File: src/logic/txHdrPkg.sv
package txHdrPkg;

    // Header and length field widths
    localparam int hdrWidthC       = 128;
    localparam int lenWidthC       = 10;
    localparam int nonpayWidthC    = 3;
    localparam int packetLenWidthC = 11;

    typedef enum logic [1:0] {
        opMemRead    = 2'd0,
        opMemWrite   = 2'd1,
        opCompletion = 2'd2
    } txOpT;

    // Length of 0 means 1024 dwords
    typedef struct packed {
        txOpT                 op;
        logic [63:0]          addr;
        logic [lenWidthC-1:0] len;
        logic [7:0]           tag;
    } txReqT;

    // Dword 0 sits in hdr[31:0], dword 3 in hdr[127:96]
    typedef struct packed {
        logic [hdrWidthC-1:0]       hdr;
        logic [nonpayWidthC-1:0]    nonpayLen;
        logic [packetLenWidthC-1:0] packetLen;
        logic [lenWidthC-1:0]       payloadLen;
        logic                       noPayload;
    } txHdrT;

endpackage

File: src/logic/requesterConfig.sv
`timescale 1ns/100ps

module requesterConfig (
    input  logic        clk,
    input  logic        rstN,
    input  logic        cfgWrite,
    input  logic [15:0] cfgData,
    output logic [15:0] requesterId
);

    logic [15:0] idQ;

    // Bus, device and function number of this requester
    always_ff @(posedge clk or negedge rstN) begin
        if (!rstN) begin
            idQ <= '0;
        end else if (cfgWrite) begin
            idQ <= cfgData;
        end
    end

    assign requesterId = idQ;

endmodule

File: src/logic/pipelineStage.sv
`timescale 1ns/100ps

module pipelineStage #(
    parameter int depth = 1
) (
    input  logic            clk,
    input  logic            rstN,
    input  logic            inValid,
    input  txHdrPkg::txHdrT inData,
    output logic            inReady,
    output logic            outValid,
    output txHdrPkg::txHdrT outData,
    input  logic            outReady
);
    import txHdrPkg::*;

    generate
        if (depth != 0) begin : gSlice
            logic  validQ;
            txHdrT dataQ;

            // Take a new item when empty or while draining
            assign inReady = !validQ || outReady;

            always_ff @(posedge clk or negedge rstN) begin
                if (!rstN) begin
                    validQ <= 1'b0;
                end else if (inReady) begin
                    validQ <= inValid;
                end
            end

            always_ff @(posedge clk) begin
                if (inValid && inReady) begin
                    dataQ <= inData;
                end
            end

            assign outValid = validQ;
            assign outData  = dataQ;
        end else begin : gBypass
            assign inReady  = outReady;
            assign outValid = inValid;
            assign outData  = inData;
        end
    endgenerate

    // Holds valid until the consumer takes it, also in bypass mode
    validHeld: assert property (
        @(posedge clk) disable iff (!rstN)
        outValid && !outReady |=> outValid
    );

endmodule

File: src/logic/hdrFifo.sv
`timescale 1ns/100ps

module hdrFifo #(
    parameter int depthPackets = 10
) (
    input  logic            clk,
    input  logic            rstN,
    input  logic            wrValid,
    input  txHdrPkg::txHdrT wrData,
    output logic            wrReady,
    output logic            rdValid,
    output txHdrPkg::txHdrT rdData,
    input  logic            rdReady
);
    import txHdrPkg::*;

    localparam int ptrW   = (depthPackets > 1) ? $clog2(depthPackets) : 1;
    localparam int countW = $clog2(depthPackets + 1);

    txHdrT             mem [depthPackets];
    logic [ptrW-1:0]   wrPtr;
    logic [ptrW-1:0]   rdPtr;
    logic [countW-1:0] count;
    logic              full;
    logic              wrEn;
    logic              rdEn;

    assign full    = (count == countW'(depthPackets));
    assign rdValid = (count != '0);
    assign rdData  = mem[rdPtr];

    // A full FIFO still takes a write when a read frees a slot
    assign wrReady = !full || rdReady;
    assign wrEn    = wrValid && wrReady;
    assign rdEn    = rdValid && rdReady;

    always_ff @(posedge clk) begin
        if (wrEn) begin
            mem[wrPtr] <= wrData;
        end
    end

    always_ff @(posedge clk or negedge rstN) begin
        if (!rstN) begin
            wrPtr <= '0;
            rdPtr <= '0;
            count <= '0;
        end else begin
            if (wrEn) begin
                wrPtr <= (wrPtr == ptrW'(depthPackets - 1)) ? '0 : wrPtr + 1'b1;
            end
            if (rdEn) begin
                rdPtr <= (rdPtr == ptrW'(depthPackets - 1)) ? '0 : rdPtr + 1'b1;
            end
            case ({wrEn, rdEn})
                2'b10:   count <= count + 1'b1;
                2'b01:   count <= count - 1'b1;
                default: count <= count;
            endcase
        end
    end

    noOverflow: assert property (
        @(posedge clk) disable iff (!rstN)
        wrEn && full |-> rdEn
    );

    countBound: assert property (
        @(posedge clk) disable iff (!rstN)
        count <= countW'(depthPackets)
    );

endmodule

File: src/logic/txHdrFifo.sv
`timescale 1ns/100ps

module txHdrFifo #(
    parameter int depthPackets   = 10,
    parameter int pipelineInput  = 1,
    parameter int pipelineOutput = 1
) (
    input  logic            clk,
    input  logic            rstN,
    input  logic            wrValid,
    input  txHdrPkg::txHdrT wrHdr,
    output logic            wrReady,
    output logic            rdValid,
    output txHdrPkg::txHdrT rdHdr,
    input  logic            rdReady
);
    import txHdrPkg::*;

    logic  fifoWrValid;
    logic  fifoWrReady;
    txHdrT fifoWrData;
    logic  fifoRdValid;
    logic  fifoRdReady;
    txHdrT fifoRdData;

    pipelineStage #(.depth(pipelineInput != 0 ? 1 : 0)) inputStage (
        .clk      (clk),
        .rstN     (rstN),
        .inValid  (wrValid),
        .inData   (wrHdr),
        .inReady  (wrReady),
        .outValid (fifoWrValid),
        .outData  (fifoWrData),
        .outReady (fifoWrReady)
    );

    hdrFifo #(.depthPackets(depthPackets)) fifoInst (
        .clk     (clk),
        .rstN    (rstN),
        .wrValid (fifoWrValid),
        .wrData  (fifoWrData),
        .wrReady (fifoWrReady),
        .rdValid (fifoRdValid),
        .rdData  (fifoRdData),
        .rdReady (fifoRdReady)
    );

    pipelineStage #(.depth(pipelineOutput != 0 ? 1 : 0)) outputStage (
        .clk      (clk),
        .rstN     (rstN),
        .inValid  (fifoRdValid),
        .inData   (fifoRdData),
        .inReady  (fifoRdReady),
        .outValid (rdValid),
        .outData  (rdHdr),
        .outReady (rdReady)
    );

endmodule

File: src/logic/txHdrBuilder.sv
`timescale 1ns/100ps

module txHdrBuilder (
    input  logic            clk,
    input  logic            rstN,
    input  logic            reqValid,
    input  txHdrPkg::txReqT req,
    output logic            reqReady,
    input  logic [15:0]     requesterId,
    output logic            bldValid,
    output txHdrPkg::txHdrT bld,
    input  logic            bldReady
);
    import txHdrPkg::*;

    logic                       isRead;
    logic                       fourDw;
    logic [7:0]                 fmtCode;
    logic [31:0]                dw0;
    logic [31:0]                dw1;
    logic [31:0]                dw2;
    logic [31:0]                dw3;
    logic [packetLenWidthC-1:0] payloadDw;
    txHdrT                      nextHdr;
    logic                       validQ;
    txHdrT                      bldQ;

    // Decode opcode and address width
    always_comb begin
        isRead = (req.op == opMemRead);
        fourDw = (req.addr[63:32] != 32'd0) && (req.op != opCompletion);
        case (req.op)
            opMemRead:    fmtCode = fourDw ? 8'h20 : 8'h00;
            opMemWrite:   fmtCode = fourDw ? 8'h60 : 8'h40;
            opCompletion: fmtCode = 8'h4A;
            default:      fmtCode = 8'h00;
        endcase
    end

    always_comb begin
        dw0 = {fmtCode, 14'd0, req.len};
        dw1 = {requesterId, req.tag, 8'hFF};
        if (fourDw) begin
            dw2 = req.addr[63:32];
            dw3 = {req.addr[31:2], 2'b00};
        end else begin
            dw2 = req.addr[31:0];
            dw3 = 32'd0;
        end

        // Zero length field stands for 1024 dwords
        if (isRead) begin
            payloadDw = '0;
        end else if (req.len == '0) begin
            payloadDw = packetLenWidthC'(1024);
        end else begin
            payloadDw = packetLenWidthC'(req.len);
        end

        nextHdr.hdr        = {dw3, dw2, dw1, dw0};
        nextHdr.nonpayLen  = fourDw ? nonpayWidthC'(4) : nonpayWidthC'(3);
        nextHdr.packetLen  = payloadDw + packetLenWidthC'(nextHdr.nonpayLen);
        nextHdr.payloadLen = isRead ? '0 : req.len;
        nextHdr.noPayload  = isRead;
    end

    assign reqReady = !validQ || bldReady;

    always_ff @(posedge clk or negedge rstN) begin
        if (!rstN) begin
            validQ <= 1'b0;
        end else if (reqReady) begin
            validQ <= reqValid;
        end
    end

    always_ff @(posedge clk) begin
        if (reqValid && reqReady) begin
            bldQ <= nextHdr;
        end
    end

    assign bldValid = validQ;
    assign bld      = bldQ;

    bldHeld: assert property (
        @(posedge clk) disable iff (!rstN)
        bldValid && !bldReady |=> bldValid && $stable(bld)
    );

endmodule

File: src/logic/txHdrPath.sv
`timescale 1ns/100ps

module txHdrPath #(
    parameter int depthPackets   = 10,
    parameter int pipelineInput  = 1,
    parameter int pipelineOutput = 1
) (
    input  logic            clk,
    input  logic            rstN,
    input  logic            cfgWrite,
    input  logic [15:0]     cfgData,
    input  logic            reqValid,
    input  txHdrPkg::txReqT req,
    output logic            reqReady,
    output logic            hdrValid,
    output txHdrPkg::txHdrT hdrOut,
    input  logic            hdrReady
);
    import txHdrPkg::*;

    logic [15:0] requesterId;
    logic        bldValid;
    logic        bldReady;
    txHdrT       bld;

    requesterConfig cfgInst (
        .clk         (clk),
        .rstN        (rstN),
        .cfgWrite    (cfgWrite),
        .cfgData     (cfgData),
        .requesterId (requesterId)
    );

    txHdrBuilder builderInst (
        .clk         (clk),
        .rstN        (rstN),
        .reqValid    (reqValid),
        .req         (req),
        .reqReady    (reqReady),
        .requesterId (requesterId),
        .bldValid    (bldValid),
        .bld         (bld),
        .bldReady    (bldReady)
    );

    txHdrFifo #(
        .depthPackets   (depthPackets),
        .pipelineInput  (pipelineInput),
        .pipelineOutput (pipelineOutput)
    ) hdrFifoInst (
        .clk     (clk),
        .rstN    (rstN),
        .wrValid (bldValid),
        .wrHdr   (bld),
        .wrReady (bldReady),
        .rdValid (hdrValid),
        .rdHdr   (hdrOut),
        .rdReady (hdrReady)
    );

endmodule

File: config.mk
export PLATFORM = sky130hd
export DESIGN_NAME = txHdrPath
export DESIGN_NICKNAME = d
export VERILOG_FILES = /design/src/logic/txHdrPkg.sv /design/src/logic/requesterConfig.sv /design/src/logic/pipelineStage.sv /design/src/logic/hdrFifo.sv /design/src/logic/txHdrFifo.sv /design/src/logic/txHdrBuilder.sv /design/src/logic/txHdrPath.sv
export SDC_FILE = /design/constraint.sdc
export NUM_CORES = 2
export LEC_CHECK = 0
export ABC_AREA = 1
export BUFFER_PORTS_ARGS = -buffer_cell sky130_fd_sc_hd__buf_2
export CAP_MARGIN = 20
export CORE_MARGIN = 4
export CORE_UTILIZATION = 40
export CTS_BUF_LIST = sky130_fd_sc_hd__clkbuf_16
export CTS_CLUSTER_SIZE = 12
export DETAILED_ROUTE_END_ITERATION = 7
export GPL_TIMING_DRIVEN = 0
export HOLD_SLACK_MARGIN = 0.06
export PLACE_DENSITY = 0.56
export SLEW_MARGIN = 20
export SYNTH_ARGS = -nofsm -noshare
export SYNTH_HDL_FRONTEND = slang
export SYNTH_SLANG_ARGS = --single-unit
File: constraint.sdc
create_clock -name clk -period 12.5 [get_ports clk]
set_clock_uncertainty 0.15 [all_clocks]
set_input_delay 1.875 -clock clk [delete_from_list [all_inputs] [get_ports clk]]
set_output_delay 1.875 -clock clk [all_outputs]
set_load 0.05 [all_outputs]
==> metrics <==
status=completed; synthesized area=about 60000 µm²; # rows=141; number of flops mapped to enable cells by yosys=roughly 1600; Num CTS Buffers=171; final WL=about 170000 µm; worst-margin pin slew=around 1.1 ns; final worst path period need=roughly 5.4 ns; gpl congestion=slightly above 0.8; final slew viol count=0; # DRC=0; clock sink total=approximately 1600; Power Density=~250 nW/µm²; vias in the first global route=34200; dpl hpwl=around 110000 µm; CTS clk-pin slew, worst paths=0.06 ns; Worst R2R End=hdrFifoInst.outputStage.outData[151]; cts hold-fix bufs=0; Skew-Pair Late Insertion Delay=0.80 ns; WP data required=between 10 and 15 ns; Setup Fix Bufs, Post-CTS=0; Total Routing Usage GR=0.212; Seq/Total Area, Yosys=0.816; post-synthesis cell count=around 3800; Fmax achieved=0.186 GHz; worst r2r path cells=5; crit start category=input port; wire per inst=26.4 µm; via count=35000; clk root buf=clkbuf_16; Crit. End Element=flip-flop; # IOs=260; most common cell after layout, fill and taps aside=edfxtp_1; Nets=~4400; Async SR Flop Fraction=0.0190; final worst-path cycle share=0.431; Initial DRT Pass Iterations=5; Netlist cell types=38; CORE AREA=between 100000 and 150000 µm²; initial antenna violation count=8; min-delay src=builderInst.bld[149]; Hold Crit Depth=0; total gr overflow=0; WHS Endpoint=hdrFifoInst.inputStage.outData[149]; final setup vio count=0; Leak=~24 nW; Total Power=17.3 mW; first-pass GRT wire length=241000 µm; post-placement cell count=a little over 6000; H-tree depth=4; Clock Path Buffers=3; crit path kind=in2reg; CP arrival=approximately 5.8 ns; max_cap viols=0; vias per std cell=approximately 5.5; syn avg cell area=between 15 and 20 µm²; Die Footprint=between 150000 and 200000 µm²; Worst Path Max Fanout=10; post_cts resized=0; Post-DRT Antenna Nets=0; Die X=395 µm; worst rel slew slack=0.236; Warnings, synthesis=0; final std cells w/o fill=roughly 6400; Most used DFF post-synth=edfxtp_1; synthesis-to-layout area growth=18.1%; Die Height=between 300 and 400 µm; Port-buffer cells=230; Worst R2R Setup Slack=roughly 8.9 ns; Fin. Hold Viols=0; RSZ-0062 raised after global routing=no; worst vdd ir=0.000239 V; reg2reg start=hdrFifoInst.fifoInst.rdPtr[3]; number of synthesized register bits=between 1500 and 2000; most frequent cells in the layout=1599 x edfxtp_1, 606 x o21ai_0, 445 x nor2_1, 304 x buf_2, 197 x a221oi_1; layout cells sized above 1=0.155; Initial Utilization=0.403; pin count of the biggest net entering global routing=82; DRT iter0 DRCs=slightly below 4000; CTS tree=yes; Worst Hold Class=reg2reg
stage by stage:
| step | hold slack [ns] | utilization | setup WS (ns) | area (µm²) | setup TNS, ns |
|---|---|---|---|---|---|
| finish | 0.249 | 0.476 | 7.12 | 70600 | 0 |
| global route | 0.256 | 0.476 | 6.94 | 70600 | 0 |
| CTS | 0.259 | 0.476 | 7.09 | 70600 | 0 |
| detailed placement | 0.255 | 0.442 | 6.24 | 65500 | 0 |
| global placement | 0.252 | 0.428 | -7.59 | 63500 | -2329.55 |
| floorplan | 0.250 | - | 0.931 | 59900 | 0 |
synthesized netlist by cell type, types with 36 or more instances:
cell	number	area, µm²
a221oi_1	197	1730
o2111ai_1	49	429
clkbuf_1	129	484
o21ai_1	119	596
nand3_1	137	686
edfxtp_1	1599	48000
inv_1	73	274
nor2_1	454	1700
buf_2	75	375
nand2_1	184	691
o21ai_0	606	3030
buf_4	36	270
worst max-delay path: stages:
cell,delay (ns)
buf_2,0.11
nor2_1,0.77
nand2_1,0.16
nor2_1,0.17
nand2_1,0.12
o21ai_4,0.41
buf_8,0.23
buf_16,0.15
clkbuf_1,0.67
ha_1,0.34
ha_1,0.16
inv_1,0.04
nand2_1,0.09
nand4_1,0.10
nand2_2,0.16
nand2_1,0.07
nand2_1,0.06
nand2_1,0.04
area by class of cell:
cell class	instances	area (µm²)
Fill cell	12600	77600
Sequential cell	1630	48800
Multi-Input combinational cell	1839	9650
Clock buffer	173	4330
Timing Repair Buffer	323	3070
Tap cell	1930	2410
Buffer	259	1240
Clock inverter	125	797
Inverter	78	308
Antenna cell	3	7.51
how the worst max path moves through the flow:
stage	startpoint	end	slack (ns)
floorplan	hdrReady	hdrFifoInst.fifoInst.mem[8][0]	0.93
global placement	hdrReady	hdrFifoInst.fifoInst.mem[8][4]	-7.59
detailed placement	req[51]	builderInst.bld[19]	6.24
CTS	req[51]	builderInst.bld[17]	7.09
global route	req[51]	builderInst.bld[17]	6.94
finish	req[51]	builderInst.bld[17]	7.12
flip-flops by register name, indices dropped and copies added (netlist names):
name / flops
hdrFifoInst.outputStage.outData: 123
hdrFifoInst.inputStage.outValid: 1
hdrFifoInst.fifoInst.wrPtr: 4
hdrFifoInst.fifoInst.mem: 1230
cfgInst.requesterId: 16
hdrFifoInst.fifoInst.rdPtr: 4
hdrFifoInst.inputStage.outData: 123
builderInst.bldValid: 1
hdrFifoInst.outputStage.outValid: 1
hdrFifoInst.fifoInst.count: 4
builderInst.bld: 123
per-layer routing:
layer | vias up | wire, µm | GRT usage
li1 | 15600 | - | -
met1 | 17800 | 70200 | 0.293
met3 | 244 | 10900 | 0.0312
met4 | 0 | 4630 | 0.0633
met2 | 1414 | 82300 | 0.351
met5 | - | 0 | 0
report_power, final:
part / switching (mW) / total [mW] / internal (mW) / leakage (nW)
registers: 0.269 / 7.25 / 6.98 / 15.1
clock network: 2.07 / 4.70 / 2.63 / 2.68
logic: 4.08 / 5.38 / 1.31 / 5.88
total: 6.41 / 17.3 / 10.9 / 23.7
kinds of logic after synthesis:
kind of cell / share of synthesized area
AO/OA/AOI/OAI: 0.0981
XOR/XNOR: 0.00132
adder cells (fa/ha/maj): 0.00222
buffers and inverters: 0.0256
flip-flops: 0.816
multiplexers: 0.00301
other: 0.000126
AND/OR/NAND/NOR: 0.0535
Note: power is estimated with default switching activity, not from simulation.
